### config.mk
export PLATFORM = sky130hd
export DESIGN_NAME = firMac
export DESIGN_NICKNAME = d
export VERILOG_FILES = /design/src/firDataPkg.sv /design/src/firMac.sv
export SDC_FILE = /design/constraint.sdc
export NUM_CORES = 2
export LEC_CHECK = 0
export BUFFER_PORTS_ARGS = -buffer_cell sky130_fd_sc_hd__buf_2
export CAP_MARGIN = 30
export CORE_MARGIN = 8
export CORE_UTILIZATION = 29
export CTS_CLUSTER_DIAMETER = 60
export CTS_CLUSTER_SIZE = 30
export DETAILED_ROUTE_END_ITERATION = 10
export PLACE_DENSITY_LB_ADDON = 0.15
export SYNTH_ARGS = -nofsm -noshare
export SYNTH_HDL_FRONTEND = slang
export SYNTH_SLANG_ARGS = --single-unit
### constraint.sdc
create_clock -name clk -period 8.8 [get_ports clk]
set_clock_uncertainty 0.2 [all_clocks]
set_input_delay 1.76 -clock clk [delete_from_list [all_inputs] [get_ports clk]]
set_output_delay 1.76 -clock clk [all_outputs]
set_load 0.1 [all_outputs]
### src/firDataPkg.sv
package firDataPkg;

	// samples are two's complement fractions, sign plus 17 fraction bits
	typedef logic signed [17:0] sampleT;

	// coefficient, sign plus 27 fraction bits
	typedef logic signed [27:0] coefT;

	// accumulator wide enough for the 46-bit product plus growth over a long program
	typedef logic signed [47:0] accT;

	// rounded and saturated filter output
	typedef logic signed [19:0] outT;

	// one input sample pair, x in the upper half
	typedef struct packed {
		sampleT x;	// in-phase
		sampleT y;	// quadrature
	} iqSampleT;

	// one output pair
	typedef struct packed {
		outT x;
		outT y;
	} iqOutT;

endpackage

### src/firMac.sv
module firMac #(
	parameter int OUT_SHIFT = 26
) (
	input  logic               clk,
	input  logic               mrst,
	input  firDataPkg::coefT   coef,
	input  firDataPkg::sampleT din,
	input  logic               first,	// load the product, drop the old sum
	input  logic               last,	// deliver the sum 4 cycles on
	output firDataPkg::outT    dout,
	output logic               ov,
	output logic               ovf		// dout saturated, pulses with ov
);
	import firDataPkg::*;

	localparam int ACC_W = $bits(accT);
	localparam int OUT_W = $bits(outT);
	localparam int PROD_W = $bits(sampleT) + $bits(coefT);
	localparam accT HALF_LSB = accT'(1) <<< (OUT_SHIFT - 1);	// half an output lsb

	coefT coefR;
	sampleT dinR;
	logic signed [PROD_W-1:0] prod;
	accT acc;
	accT rnd;
	accT shifted;
	logic [ACC_W-OUT_W:0] top;	// bits that must all equal the sign
	logic over;
	outT sat;
	logic firstR;
	logic lastR;
	logic firstP;
	logic lastP;
	logic lastA;

	// round, then check range
	assign rnd = acc + HALF_LSB;
	assign shifted = rnd >>> OUT_SHIFT;
	assign top = shifted[ACC_W-1:OUT_W-1];
	assign over = ~((&top) | ~(|top));
	assign sat = shifted[ACC_W-1] ? {1'b1, {(OUT_W-1){1'b0}}} : {1'b0, {(OUT_W-1){1'b1}}};

	// datapath, no reset
	always_ff @(posedge clk)
	begin
		coefR <= coef;			// stage 1
		dinR <= din;
		prod <= coefR * dinR;	// stage 2, full 46-bit product
		if (firstP)
			acc <= accT'(prod);	// stage 3
		else
			acc <= acc + accT'(prod);
		if (lastA)
			dout <= over ? sat : shifted[OUT_W-1:0];	// stage 4
	end

	// strobes follow the data
	always_ff @(posedge clk)
	begin
		if (mrst)
		begin
			firstR <= 1'b0;
			lastR <= 1'b0;
			firstP <= 1'b0;
			lastP <= 1'b0;
			lastA <= 1'b0;
			ov <= 1'b0;
			ovf <= 1'b0;
		end
		else
		begin
			firstR <= first;
			lastR <= last;
			firstP <= firstR;
			lastP <= lastR;
			lastA <= lastP;
			ov <= lastA;
			ovf <= lastA & over;
		end
	end

endmodule

==> impl_metrics.json <==
{
  "status": "completed",
  "grt_pass1_wl_um": 109000,
  "grt_usage_pct": 14.7,
  "fillers": 8885,
  "clock_latency_ns": 0.50,
  "fp.coreArea_mm2": 0.0850,
  "worst_pin_slew_ns": 1.02,
  "cp.depth": 23,
  "ys_ff_latch": 167,
  "arrival_ns": 7.57,
  "portBuffers": 71,
  "syn_nets": 3430,
  "ys_top_cells_by_area": "fa_1 (40%), dfxtp_1 (12%), inv_1 (8.8%), ha_1 (8.1%), nand2_1 (5.9%)",
  "synthFlopType": "dfxtp_1",
  "timing.final.crit_share_pct": 84.0,
  "cts_tree": "built",
  "synth_area_leader_cell": "fa_1",
  "path_cells": "buf_4 > nand2_1 > fa_1 > inv_1 > fa_1 > inv_1 > fa_1 > inv_1 > fa_1 > fa_1 > inv_1 > fa_1 > inv_1 > ha_1 > nand4_1 > nor3_1 > nand4_1 > nand2_1 > o41ai_2 > o31ai_1 > a21o_1 > a21oi_1 > xnor2_1",
  "hold_viol": 0,
  "nets": 3436,
  "cts_buffers": 17,
  "cts_setup_buffers": 0,
  "first_global_vias": 19100,
  "synth_seq_area_share_pct": 14.3,
  "rows": 107,
  "grt_max_degree": 92,
  "hold_buffers": 0,
  "synth.distinct_cells": 76,
  "wirelength_um": 67300,
  "cp_slowest_cell": "dfxtp_1",
  "rsz0062_at_grt": "no",
  "cap_violations": 0,
  "worstSetupEndpointType": "flip-flop",
  "antenna_found_initial": 3,
  "dieArea_mm2": 0.0951,
  "postRouteAntennaNets": 0,
  "cts_resized": 0,
  "path_buf_inv": 6,
  "worstSetupPathType": "flip-flop to flip-flop",
  "dp_hpwl_um": 55800,
  "avgViaCountPerCell": 4.48,
  "clockBufferDepth": 2,
  "wl_per_cell_um": 17.3,
  "critPathMaxFanout": 18,
  "final_layout_size_suffix_gt1_share_pct": 5.90,
  "clk_pin_slew_worst_paths_ns": 0.09,
  "fmax_mhz": 135,
  "worstPathRequired_ns": 8.98,
  "clkSinkCount": 167,
  "cts_max_level": 4,
  "setup_viol": 0,
  "cp_top_family": "adder cells",
  "max-slew-margin-rel_pct": 31.7,
  "synth-edff-count": 20,
  "netlist.area_leader.share_pct": 39.5,
  "layout_common_cells": "inv_1 (581), fa_1 (490), nand2_1 (387)",
  "die_h_um": 308,
  "syn-cell-area_mm2": 0.0248,
  "r2r_cells": 23,
  "syn_inst": 2729,
  "layout-area-overhead-vs-synth_pct": 8.99,
  "pin_count": 72,
  "start_util_pct": 29.2,
  "hp-class": "flip-flop to flip-flop",
  "hold_depth": 1,
  "gp_congestion": 0.789,
  "hold_ws_ns": 0.256,
  "ys_warn_count": 0,
  "maxSlewViolCount": 0,
  "crit_top_cell": "fa_1",
  "first_pass_iters": 5,
  "grt_overflow": 0,
  "avgSynthCellArea_um2": 9.09,
  "root_buffer": "clkbuf_16",
  "tns_ns": 0,
  "drtIter0Drc": 653,
  "fp.dieW_um": 308,
  "min_period_ns": 7.39,
  "routed-via-count": 17500,
  "drc": 0,
  "final_common_cell": "inv_1",
  "max_stage_delay_ns": 0.89,
  "async_flop_share_pct": 0,
  "start_kind": "flip-flop"
}
-- per-layer routing --
metal | up-vias | global-route usage [%] | routed length, um
li1 | 8255 | - | -
met1 | 8834 | 20.9 | 33700
met2 | 316 | 23.3 | 30100
met3 | 49 | 2.63 | 2670
met4 | 0 | 2.83 | 833
met5 | - | 0 | 0
-- state kept, by name (all words and copies together), names as in the netlist, 18 cells and up --
register,count
acc,48
coefR,28
dinR,18
dout,20
prod,46
-- final cells by class --
cell class,count,area (um2),share of cell area (%)
multi-input combinational,1863,18600,68.8
tap,1144,1430,5.29
clock buffer,17,425,1.57
clock inverter,15,209,0.773
sequential,167,3540,13.1
timing repair buffer,105,631,2.33
antenna,2,5.00,0.0185
inverter,581,2180,8.07
-- worst register-to-register path: cells and delay by family (launching register included) --
kind | cells | cell delay [ns]
and+or+nand+nor | 5 | 1.06
xor gates and xnor gates | 1 | 0.14
DFF | 1 | 0.89
adders and majority gates | 7 | 3.41
buffers and inverters | 6 | 0.63
AOI/OAI and AO/OA | 4 | 0.95
-- cell families (layout without fill, tap and decap cells) --
kind of cell | after synthesis | in the layout | share of synthesized area, %
AND/OR/NAND/NOR | 771 | 771 | 14.7
other | 0 | 2 | 0
adder cells (fa/ha/maj) | 651 | 651 | 47.7
flip-flops | 167 | 167 | 14.3
AO/OA/AOI/OAI | 329 | 329 | 8.62
buffers and inverters | 699 | 718 | 10.7
XOR/XNOR | 109 | 109 | 3.85
multiplexers | 3 | 3 | 0.126
-- metrics by stage --
| stage | cells | worst slack (ns) | utilization, % | cell area [um2] |
|---|---|---|---|---|
| floorplan | 2729 | 2.53 | - | 24800 |
| global placement | 3858 | 1.45 | 31.0 | 26400 |
| detailed placement | 3859 | 1.45 | 31.0 | 26400 |
| CTS | 3891 | 1.41 | 31.8 | 27000 |
| global route | 3892 | 1.12 | 31.8 | 27000 |
| finish | 3894 | 1.41 | 31.8 | 27000 |
-- final timing paths --
kind	from	endpoint	slack, ns
hold reg to reg	firstR	firstP	0.26
setup reg to reg	dinR[9]	prod[42]	1.41
setup / recovery	dinR[9]	prod[42]	1.41
hold / removal	firstR	firstP	0.26
-- cell usage after synthesis, types with 3 or more instances --
master	instances
nand3_1	25
o21a_1	5
a31oi_1	7
a41oi_1	4
nor2b_1	15
nor3_1	9
ha_1	161
a31o_1	3
buf_6	3
o21ai_1	34
inv_1	581
fa_1	490
xor2_1	46
clkbuf_1	112
edfxtp_1	20
nand2b_1	11
nand4_1	10
o211ai_1	13
and3_1	11
o21bai_1	13
dfxtp_1	147
nor4_1	4
a21o_1	45
o21ai_0	70
xnor2_1	63
and2_1	207
or2_2	3
a211oi_1	10
a21oi_1	87
nand2_1	387
and3_2	3
nor2_1	73
Power is left out: the tool's default activity adds up to more than one toggle a clock period on the data nets, which glitch-free logic cannot reach.
