===== src/firDataPkg.sv =====
package firDataPkg;

	// samples are two's complement fractions, sign plus 17 fraction bits
	typedef logic signed [17:0] sampleT;

	// coefficient, sign plus 27 fraction bits
	typedef logic signed [27:0] coefT;

	// accumulator wide enough for the 46-bit product plus growth over a long program
	typedef logic signed [47:0] accT;

	// rounded and saturated filter output
	typedef logic signed [19:0] outT;

	// one input sample pair, x in the upper half
	typedef struct packed {
		sampleT x;	// in-phase
		sampleT y;	// quadrature
	} iqSampleT;

	// one output pair
	typedef struct packed {
		outT x;
		outT y;
	} iqOutT;

endpackage


===== src/firProgPkg.sv =====
package firProgPkg;

	import firDataPkg::*;

	typedef logic [9:0] addrT;	// buffer and program memory address
	typedef logic [5:0] decT;	// decimation modulus

	// 32-bit instruction word
	// written as two half-words, coef[15:0] first, then flags and coef[27:16]
	typedef struct packed {
		logic wr;		// send accumulated sum to output
		logic ld;		// restart sum, reload data pointer
		logic sk;		// step data pointer back by two
		logic spare;	// reserved, reads back whatever was written
		coefT coef;
	} instrT;

	// static configuration, only changed while the engine is idle
	typedef struct packed {
		decT dec;		// samples consumed per output
		addrT ncoef;	// instruction count minus two
	} firCfgT;

endpackage


===== src/firSequencer.sv =====
module firSequencer #(
	parameter int DEPTH_LOG2 = 10
) (
	input  logic               clk,
	input  logic               mrst,
	input  firProgPkg::firCfgT cfg,
	input  logic               oe,			// low stalls the instruction counter
	input  firProgPkg::addrT   wrAddr,		// sample count from the buffer
	input  firProgPkg::instrT  instr,		// 2 cycles after fetchAddr
	output firProgPkg::addrT   fetchAddr,
	output firProgPkg::addrT   readAddr,
	output firDataPkg::coefT   coef,		// aligned with buffer rdData
	output logic               first,
	output logic               last,
	output logic               rfd
);
	import firDataPkg::*;
	import firProgPkg::*;

	addrT base;						// samples claimed by started convolutions
	addrT baseNext;
	addrT ptrBase;					// newest sample of the convolution about to load
	logic [DEPTH_LOG2-1:0] avail;	// unprocessed samples
	logic [DEPTH_LOG2-1:0] excess;	// unprocessed beyond what the next start needs
	logic ready;
	logic full;
	logic busy;						// convolution being fetched
	logic tc;						// last instruction of the program issues next
	logic eof;
	logic start;
	logic run;						// a valid fetch slot is issued this cycle
	logic [2:0] vld;				// valid delay, vld[2] lines up with instr
	logic [1:0] startDly;
	coefT coefS3;					// stage after the instruction register
	logic ldS3;
	logic wrS3;

	// sample accounting
	assign excess = avail - {{(DEPTH_LOG2 - $bits(decT)){1'b0}}, cfg.dec};
	assign ready = ~excess[DEPTH_LOG2-1];					// at least dec samples waiting
	assign full = ready & (|excess[DEPTH_LOG2-2:4]);		// more than 15 extra
	assign rfd = ~full;

	// convolution control
	assign eof = tc & oe;
	assign start = oe & ready & (eof | ~busy);	// may overlap the previous final slot
	assign run = oe & (start | (busy & ~eof));
	assign baseNext = start ? base + addrT'(cfg.dec) : base;

	always_ff @(posedge clk)
	begin
		if (mrst)
		begin
			base <= '0;
			avail <= '0;
			fetchAddr <= '0;
			busy <= 1'b0;
			tc <= 1'b0;
			vld <= '0;
			startDly <= '0;
		end
		else
		begin
			base <= baseNext;
			avail <= wrAddr - baseNext;	// uses the advanced base, no stale start
			if (start)
				fetchAddr <= '0;
			else if (oe & busy)
				fetchAddr <= fetchAddr + 1'b1;
			if (oe)
			begin
				busy <= start | (busy & ~eof);
				tc <= busy & (fetchAddr == cfg.ncoef);	// one more slot follows
			end
			vld <= {vld[1:0], run};			// stalled cycles shift in no-ops
			startDly <= {startDly[0], start};
		end
	end

	// data pointer, instruction on cycle 3 and address on cycle 4
	always_ff @(posedge clk)
	begin
		if (startDly[1])
			ptrBase <= base - 1'b1;	// base has already advanced past this start
		if (mrst)
			readAddr <= '0;
		else if (vld[2])
			readAddr <= instr.ld ? ptrBase : readAddr - (instr.sk ? addrT'(2) : addrT'(1));
	end

	// coefficient and strobes, zeroed for no-op slots, then one more stage to meet rdData
	always_ff @(posedge clk)
	begin
		if (mrst | ~vld[2])
		begin
			coefS3 <= '0;
			ldS3 <= 1'b0;
			wrS3 <= 1'b0;
		end
		else
		begin
			coefS3 <= instr.coef;
			ldS3 <= instr.ld;
			wrS3 <= instr.wr;
		end
		if (mrst)
		begin
			coef <= '0;
			first <= 1'b0;
			last <= 1'b0;
		end
		else
		begin
			coef <= coefS3;	// cycle 5
			first <= ldS3;
			last <= wrS3;
		end
	end

endmodule


===== config.mk =====
export PLATFORM = sky130hd
export DESIGN_NAME = firSequencer
export DESIGN_NICKNAME = d
export VERILOG_FILES = /design/src/firDataPkg.sv /design/src/firProgPkg.sv /design/src/firSequencer.sv
export SDC_FILE = /design/constraint.sdc
export NUM_CORES = 1
export LEC_CHECK = 0
export BUFFER_PORTS_ARGS = -buffer_cell sky130_fd_sc_hd__buf_2
export CORE_ASPECT_RATIO = 0.9
export CORE_MARGIN = 2
export CORE_UTILIZATION = 50
export CTS_CLUSTER_DIAMETER = 50
export DETAILED_ROUTE_END_ITERATION = 7
export GPL_TIMING_DRIVEN = 0
export PLACE_DENSITY = 0.75
export SLEW_MARGIN = 25
export SYNTH_ARGS = -nofsm -noshare
export SYNTH_HDL_FRONTEND = slang
export SYNTH_SLANG_ARGS = --single-unit
export TNS_END_PERCENT = 10

===== constraint.sdc =====
create_clock -name clk -period 4.3 [get_ports clk]
set_input_delay 0.645 -clock clk [delete_from_list [all_inputs] [get_ports clk]]
set_output_delay 0.645 -clock clk [all_outputs]
set_load 0.005 [all_outputs]

==> impl_metrics.tcl, run 1 <==
set metrics [dict create \
    hold_path.startpoint "instr[24]" \
    grt_pass1_vias 3838 \
    fp.dieW_um 109.2 \
    tightest_slew_ns 0.5875 \
    cts_tree "built" \
    yosys.area.top_type "dfxtp_1" \
    max_cap_viol_count 0 \
    maxSlewViolCount 0 \
    via_count 3961 \
    ant_nets 0 \
    cts-root-buf "clkbuf_8" \
    synth_nets 598 \
    required_ns 4.73 \
    place_area_um2 5674 \
    slew_headroom 0.6083 \
    clock_skew_ns 0.009649 \
    final_nets 725 \
    overflow 0 \
    dp_hpwl_mm 7.963 \
    critPathLaunchType "register" \
    drtPass1Iterations 4 \
    path_class "reg2reg" \
    place_congestion 0.8774 \
    cts_num_sinks 117 \
    drt-initial-drc-count 207 \
    critPathCaptureType "register" \
    synth_edf_count 10 \
    vdd_drop_max_uv 280.7 \
    synth.yosys.seq_area_share 0.4908 \
    std_cell_rows 34 \
    leakagePower_nw 2.856 \
    ios 112 \
    numCtsBuffers 17 \
    synth_cell_type_count 53 \
    grt_setup_unrepaired "no" \
    design_area_um2 6252 \
    core_area_um2 9657 \
    synthCells 512 \
    ys_ff_latch 117 \
    synth-async-reset-ratio 0 \
    dieArea_um2 10770 \
    numPortBuffers 108 \
    clk_pin_slew_ns 0.06 \
    period_needed_ns 3.969 \
    syn_to_final_growth_pct 25.65 \
    cts_resized 0 \
    holdWs_ns 0.3365 \
    synth-main-ff-cell "dfxtp_1" \
    syn_area_um2 4976 \
    status "finished clean" \
    cp_max_fo 8 \
    post-route-period-util 0.9231 \
    power_density_nw_per_um2 528.9 \
    post_drt_via_cell_ratio 5.091 \
    route.detailed.drc 0 \
    hp-class "in2reg" \
    critPathLaunch "avail[5]" \
    synth_top_area_share 0.4305 \
    start_util 0.5153 \
    wirelength_mm 10.96 \
    track_usage 0.2181 \
    htreeDepth 4 \
    wire_per_inst_um 14.08 \
    diodes 0 \
    antenna_found_initial 0 \
    max_freq_mhz 251.9 \
    setup_violations 0 \
    yosysWarnings 0 \
    post-route-util 0.6474 \
    timing.rr.start "avail[5]" \
    synthTopCellsByArea "dfxtp_1 (43%), edfxtp_1 (6.0%), ha_1 (5.5%), nor2b_1 (5.4%), xor2_1 (5.1%)" \
    dieHeight_um 98.64 \
    worstPathArrival_ns 4.40 \
    n_fill_cell 788 \
    hold_viol_final 0 \
    clock_latency_ns 0.50 \
    cts-hold-fix-buffers 0 \
    layout-drive-gt1-share 0.2270 \
    grt_max_degree 17 \
    grt_first_pass_wirelength_mm 18.22 \
    post_cts_buffers 0 \
    clock_path_buffers 2 \
    syn_avg_cell_area_um2 9.719 \
]
flip-flops by register name (all words and copies together), names as in the netlist, 2 cells and up:
name,flops
coef,28
coefS3,28
readAddr,10
vld,3
ptrBase,10
startDly,2
base,10
fetchAddr,10
avail,10
critical path: stages, from the launching register on:
cell and delay, ns:
dfxtp_1 0.31, ha_1 0.34, nor2b_1 0.18, and3_4 0.20, a21o_4 0.24, a21oi_4 0.31
nor2_1 0.07, a21oi_1 0.33, ha_1 0.31, a21o_1 0.18, a311o_1 0.36, a311oi_2 0.37
a21oi_1 0.14, or4_1 0.47, o21ai_1 0.09
final timing paths:
path                            slack (ns)  cells after the start         end
worst min-delay path                  0.34                      2  coefS3[24]
worst max-delay path                  0.33                     14    avail[9]
worst max register to register        0.33                     14    avail[9]
worst min register to register        0.43                      1      vld[1]
Yosys cell counts (3+ instances only):
cell,count
nor4_1,6
nor2_1,54
o21bai_1,3
mux2i_1,3
clkbuf_1,15
a211oi_1,6
a21oi_1,20
fa_1,3
o21ai_0,12
xnor2_1,12
nor2b_1,43
nand2_1,29
a22oi_1,9
inv_1,23
xor2_1,29
a21o_1,6
o31ai_1,4
and3_1,3
dfxtp_1,107
nand2b_1,9
ha_1,22
edfxtp_1,10
o21ai_1,3
nor3_1,7
nand3_1,8
and2_1,32
area by class of cell:
cell class | instances | area, um^2 | share of cell area
buffer | 18 | 75.07 | 0.01201
clock buffer | 17 | 414.1 | 0.06624
clock inverter | 15 | 156.4 | 0.02501
inverter | 23 | 86.33 | 0.01381
multi-input combinational | 354 | 2380 | 0.3806
sequential | 117 | 2442 | 0.3906
tap | 126 | 157.7 | 0.02522
timing repair buffer | 108 | 540.5 | 0.08645
through the flow:
| step | setup slack [ns] | TNS (ns) | std cells | power [mW] |
|---|---|---|---|---|
| 2_1_floorplan | 0.3839 | 0 | 512 | 1.793 |
| 3_3_place_gp | -0.1982 | -0.1982 | 746 | 1.936 |
| 3_5_place_dp | -0.2896 | -0.3436 | 746 | 1.965 |
| 4_1_cts | 0.2190 | 0 | 778 | 3.312 |
| 5_1_grt | 0.06816 | 0 | 778 | 3.474 |
| 6_report | 0.3306 | 0 | 778 | 3.307 |
cell families after synthesis:
logic type	after synthesis	synth area share
adders and majority gates	27	0.07141
buffers and inverters	41	0.03244
DFF	117	0.4908
and+or+nand+nor	203	0.2130
AOI/OAI and AO/OA	77	0.1049
xor gates and xnor gates	42	0.07694
muxes	5	0.01056
cells in the final DEF (no fill, tap or decap), types with 3 or more instances in the layout:
master        n
nor2_1       54
nand3_1       8
a211oi_1      6
a21oi_1      20
xnor2_1      12
a22oi_1       9
nor3_1        7
nor4_1        6
o21bai_1      3
and2_1       32
inv_8         3
buf_2       108
o31ai_1       4
inv_6         6
fa_1          3
clkbuf_1     15
nand2b_1      9
and3_1        3
xor2_1       29
dfxtp_1     107
mux2i_1       3
o21ai_1       3
nor2b_1      43
nand2_1      29
clkbuf_16    16
edfxtp_1     10
ha_1         22
a21o_1        6
o21ai_0      12
clkinvlp_4    3
inv_1        23
power by group:
| part | internal, mW | switching (mW) | total (mW) |
|---|---|---|---|
| Sequential | 1.19 | 0.0505 | 1.24 |
| Clock | 0.789 | 0.554 | 1.34 |
| Combinational | 0.321 | 0.403 | 0.723 |
metal layers:
| layer | share of wire | vias up | global-route usage |
|---|---|---|---|
| met1 | 0.44 | 1839 | 0.2716 |
| met2 | 0.48 | 135 | 0.3617 |
| met3 | 0.066 | 11 | 0.06746 |
| met4 | 0.012 | 0 | 0.06607 |
| met5 | 0 | - | 0 |
| li1 | - | 1976 | - |
Power figures use the tool's default switching activity.
==> run 2: changes to the inputs <==
--- a/config.mk
+++ b/config.mk
@@ -8,11 +8,11 @@
 export BUFFER_PORTS_ARGS = -buffer_cell sky130_fd_sc_hd__buf_2
 export CORE_ASPECT_RATIO = 0.9
 export CORE_MARGIN = 2
-export CORE_UTILIZATION = 50
+export CORE_UTILIZATION = 44
 export CTS_CLUSTER_DIAMETER = 50
 export DETAILED_ROUTE_END_ITERATION = 7
 export GPL_TIMING_DRIVEN = 0
-export PLACE_DENSITY = 0.75
+export PLACE_DENSITY = 0.68
 export SLEW_MARGIN = 25
 export SYNTH_ARGS = -nofsm -noshare
 export SYNTH_HDL_FRONTEND = slang
==> impl_metrics.tcl, run 2 (synthesis gave the netlist of run 1 again) <==
set metrics [dict create \
    clock_path_buffers 2 \
    slew_headroom 0.5553 \
    antenna_found_initial 0 \
    post_drt_via_cell_ratio 4.820 \
    place_area_um2 5707 \
    power_density_nw_per_um2 539.3 \
    post-route-util 0.5791 \
    post-place-ws_ns -0.2514 \
    fp.dieW_um 116.1 \
    period_needed_ns 4.017 \
    drt-initial-drc-count 253 \
    numCtsBuffers 17 \
    syn_to_final_growth_pct 27.38 \
    cts_num_sinks 117 \
    setup_violations 0 \
    final_nets 725 \
    holdWs_ns 0.4296 \
    htreeDepth 4 \
    post_cts_buffers 0 \
    crit_slowest_cell "or4_1" \
    max_freq_mhz 248.9 \
    clk_pin_slew_ns 0.06 \
    required_ns 4.63 \
    ios 112 \
    grt_max_degree 17 \
    start_util 0.4546 \
    grt_setup_unrepaired "no" \
    grt_pass1_vias 3692 \
    cts-root-buf "clkbuf_16" \
    route.detailed.drc 0 \
    dp_hpwl_mm 7.896 \
    numPortBuffers 108 \
    tightest_slew_ns 0.6670 \
    clock_latency_ns 0.40 \
    design_area_um2 6339 \
    wire_per_inst_um 13.21 \
    overflow 0 \
    leakagePower_nw 2.886 \
    worstPathArrival_ns 4.35 \
    total_power_mw 3.418 \
    diodes 0 \
    vdd_drop_max_uv 237.7 \
    std_cell_rows 36 \
    critPathLaunchType "primary input" \
    ant_nets 0 \
    place_congestion 0.8434 \
    dieHeight_um 104.9 \
    grt_first_pass_wirelength_mm 17.09 \
    cts_tree "built" \
    layout-drive-gt1-share 0.2270 \
    max_cap_viol_count 0 \
    via_count 3875 \
    wirelength_mm 10.62 \
    cp_max_fo 8 \
    dieArea_um2 12180 \
    clock_skew_ns 0.006807 \
    path_cells "buf_2, inv_1, ha_1, nor2b_1, and3_4, a21o_4, a21oi_4, nor2_1, a21oi_1, ha_1, a21o_1, a311o_1, a311oi_2, a21oi_1, or4_1, o21ai_1" \
    critPathCaptureType "register" \
    n_fill_cell 968 \
    post-route-period-util 0.9343 \
    drtPass1Iterations 4 \
    reg_top3 "coefS3 x28, coef x28" \
    path_class "in2reg" \
    track_usage 0.1797 \
    hold_viol_final 0 \
    layout_setup_ws_ns 0.2826 \
    hp-class "reg2reg" \
    slowest_delay_ns 0.48 \
    status "finished clean" \
    maxSlewViolCount 0 \
    final_common_cell "buf_2" \
    core_area_um2 10950 \
    layout_common_cells "buf_2 (108), dfxtp_1 (107), nor2_1 (54), nor2b_1 (43), and2_1 (32)" \
]
==> run 2: cell types whose count changed in the layout (fill, tap and decap cells not counted), moves of 2 or more <==
cell / delta
inv_6: -5
bufinv_16: +2
inv_8: -2
clkinv_4: +2
==> run 2: power by group <==
part | switching [mW] | internal [mW]
Combinational | 0.399 | 0.320
Clock | 0.509 | 0.950
Sequential | 0.0500 | 1.19
==> run 2: worst max-delay path: cells and delay by family <==
family	cells	cell delay (ns)
fa+ha+maj	2	0.65
buf+inv	2	0.15
simple gates	4	0.92
compound gates	8	1.97
==> run 2: repair_timing <==
item | CTS | global route
endpoints found under the setup margin | 0 | 1
hold buffers | 0 | 0
gates resized for setup | 0 | 1
hold endpoints to repair | 0 | 0
==> run 2: worst paths after layout <==
check / startpoint / endpoint / slack [ns] / cells after the start
setup / recovery: cfg[15] / avail[9] / 0.28 / 16
hold reg to reg: coefS3[17] / coef[17] / 0.43 / 1
hold / removal: coefS3[17] / coef[17] / 0.43 / 1
setup reg to reg: avail[5] / avail[9] / 0.39 / 14
==> run 2: layout make-up <==
cell class / instances / area (um^2) / area share
sequential: 117 / 2442 / 0.3853
multi-input combinational: 354 / 2380 / 0.3754
timing repair buffer: 108 / 540.5 / 0.08527
clock buffer: 19 / 452.9 / 0.07146
tap: 152 / 190.2 / 0.03000
clock inverter: 13 / 171.4 / 0.02704
inverter: 23 / 86.33 / 0.01362
buffer: 18 / 75.07 / 0.01184
==> run 2: routing by layer <==
metal,up-vias,global-route usage,part of all wire
met5,-,0,0
met4,0,0.05697,0.016
met3,16,0.04872,0.049
met2,96,0.2987,0.48
met1,1790,0.2256,0.46
li1,1973,-,-
==> run 2: through the flow <==
stage	TNS [ns]	instances
6_report	0	804
4_1_cts	0	804
5_1_grt	0	804
3_3_place_gp	-0.1903	772
3_5_place_dp	-0.2791	772
2_1_floorplan	0	512
==> run 3: changes to the inputs <==
==> constraint.sdc (replaced) <==
create_clock -name clk -period 3.85 [get_ports clk]
set_input_delay 0.5775 -clock clk [delete_from_list [all_inputs] [get_ports clk]]
set_output_delay 0.5775 -clock clk [all_outputs]
set_load 0.005 [all_outputs]
==> impl_metrics.tcl, run 3 (synthesis gave the netlist of run 1 again) <==
set metrics [dict create \
    grt_first_pass_wirelength_mm 17.11 \
    r2r-end "avail[6]" \
    critPathCaptureType "register" \
    htreeDepth 4 \
    cp_max_fo 8 \
    worstPathArrival_ns 4.00 \
    reg_top3 "coefS3 x28, coef x28" \
    layout_common_cells "buf_2 (108), dfxtp_1 (107), nor2_1 (54), nor2b_1 (43), and2_1 (32)" \
    path_buf_inv 4 \
    dp_hpwl_mm 7.896 \
    met1Wirelength_mm 4.834 \
    clock_latency_ns 0.40 \
    post-route-period-util 0.9660 \
    highest_layer "met4" \
    drt-initial-drc-count 315 \
    max_cap_viol_count 0 \
    crit_top_cell "inv_1" \
    status "finished clean" \
    grt_setup_unrepaired "yes" \
    ios 112 \
    grt_pass1_vias 3693 \
    tightest_slew_ns 0.6736 \
    clock_skew_ns 0.008122 \
    timing.rr.start "avail[5]" \
    diodes 0 \
    layout-drive-gt1-share 0.2428 \
    path_class "in2reg" \
    r2r_setup_slack_ns 0.18 \
    core_area_um2 10950 \
    met3_length_um 571 \
    grt_max_degree 17 \
    final_nets 732 \
    leakagePower_nw 2.925 \
    ant_nets 0 \
    cts-root-buf "clkbuf_16" \
    post-route-util 0.5878 \
    post_drt_via_cell_ratio 4.843 \
    fp.dieW_um 116.1 \
    syn_to_final_growth_pct 29.29 \
    min_path_cells 2 \
    finalSetupTns_ns 0 \
    holdWs_ns 0.3749 \
    dieHeight_um 104.9 \
    total_power_mw 3.889 \
    path_cells "buf_2, inv_1, ha_4, nor2b_1, and3_4, a211oi_4, a21o_1, buf_6, nand2_1, o21ai_1, ha_1, inv_1, fa_1, maj3_2, a211o_1, a21oi_1, mux2_1" \
    hold_viol_final 0 \
    maxSlewViolCount 0 \
    clock_path_buffers 2 \
    overflow 0 \
    critPathLaunchType "primary input" \
    drtPass1Iterations 5 \
    power_density_nw_per_um2 604.5 \
    period_needed_ns 3.719 \
    wl_met2_mm 5.284 \
    cts_num_sinks 117 \
    max_freq_mhz 268.9 \
    setup_violations 0 \
    required_ns 4.13 \
    dpl.cell_count 772 \
    dieArea_um2 12180 \
    antenna_found_initial 0 \
    place_congestion 0.8434 \
    fin_cells 811 \
    wire_per_inst_um 13.33 \
    start_util 0.4546 \
    slew_headroom 0.5509 \
    cp_top_family "adder cells" \
    vdd_drop_max_uv 264.7 \
    clk_pin_slew_ns 0.05 \
    slowest_delay_ns 0.41 \
    numPortBuffers 108 \
    final_common_cell "buf_2" \
    whs_endpoint "coefS3[18]" \
    cts_tree "built" \
    reg2reg_depth 15 \
    hp-class "in2reg" \
    cts-hold-fix-buffers 0 \
    critPathLaunch "cfg[15]" \
    route.detailed.drc 0 \
    crit_slowest_cell "fa_1" \
    track_usage 0.1799 \
    std_cell_rows 36 \
    numCtsBuffers 17 \
    via_count 3928 \
    hold_path.startpoint "instr[18]" \
    wirelength_mm 10.81 \
]
## run 3: cell count changes in the layout (fill, tap and decap cells not counted), sizes merged
cell  delta
buf      +7
## run 3: metal layers
| metal | GRT usage | vias to the layer above |
|---|---|---|
| met1 | 0.2253 | 1816 |
| li1 | - | 1991 |
| met4 | 0.05782 | 0 |
| met2 | 0.2982 | 109 |
| met3 | 0.05046 | 12 |
| met5 | 0 | - |
## run 3: what timing repair did
| action | in CTS | in global routing |
|---|---|---|
| setup buffers | 0 | 7 |
| gates resized for setup | 3 | 6 |
| endpoints found under the setup margin | 2 | 4 |
| pin swaps | 0 | 4 |
## run 3: worst max-delay path by stage
stage	cells after the start	endpoint	slack, ns
5_1_grt	17	avail[6]	-0.04
3_5_place_dp	16	avail[9]	-0.63
4_1_cts	16	avail[9]	0.0009
3_3_place_gp	16	avail[9]	-0.57
6_report	17	avail[6]	0.13
2_1_floorplan	15	avail[9]	0.001
## run 3: power breakdown
group / internal [mW] / total, mW / switching (mW)
Sequential: 1.33 / 1.39 / 0.0600
Clock: 1.06 / 1.63 / 0.570
Combinational: 0.398 / 0.870 / 0.471
## run 3: final cells by class
| cell class | count | area (um^2) |
|---|---|---|
| Fill cell | 950 | 4512 |
| Sequential cell | 117 | 2442 |
| Buffer | 18 | 75.07 |
| Timing Repair Buffer | 115 | 593.1 |
| Clock buffer | 19 | 452.9 |
| Clock inverter | 13 | 171.4 |
| Multi-Input combinational cell | 354 | 2422 |
| Inverter | 23 | 86.33 |
| Tap cell | 152 | 190.2 |
## run 3: per-stage QoR
step / worst slack, ns / area, um^2
floorplan: 0.001352 / 4976
detailed placement: -0.6339 / 5707
global placement: -0.5728 / 5707
finish: 0.1310 / 6434
CTS: 0.0008615 / 6350
global route: -0.03862 / 6434
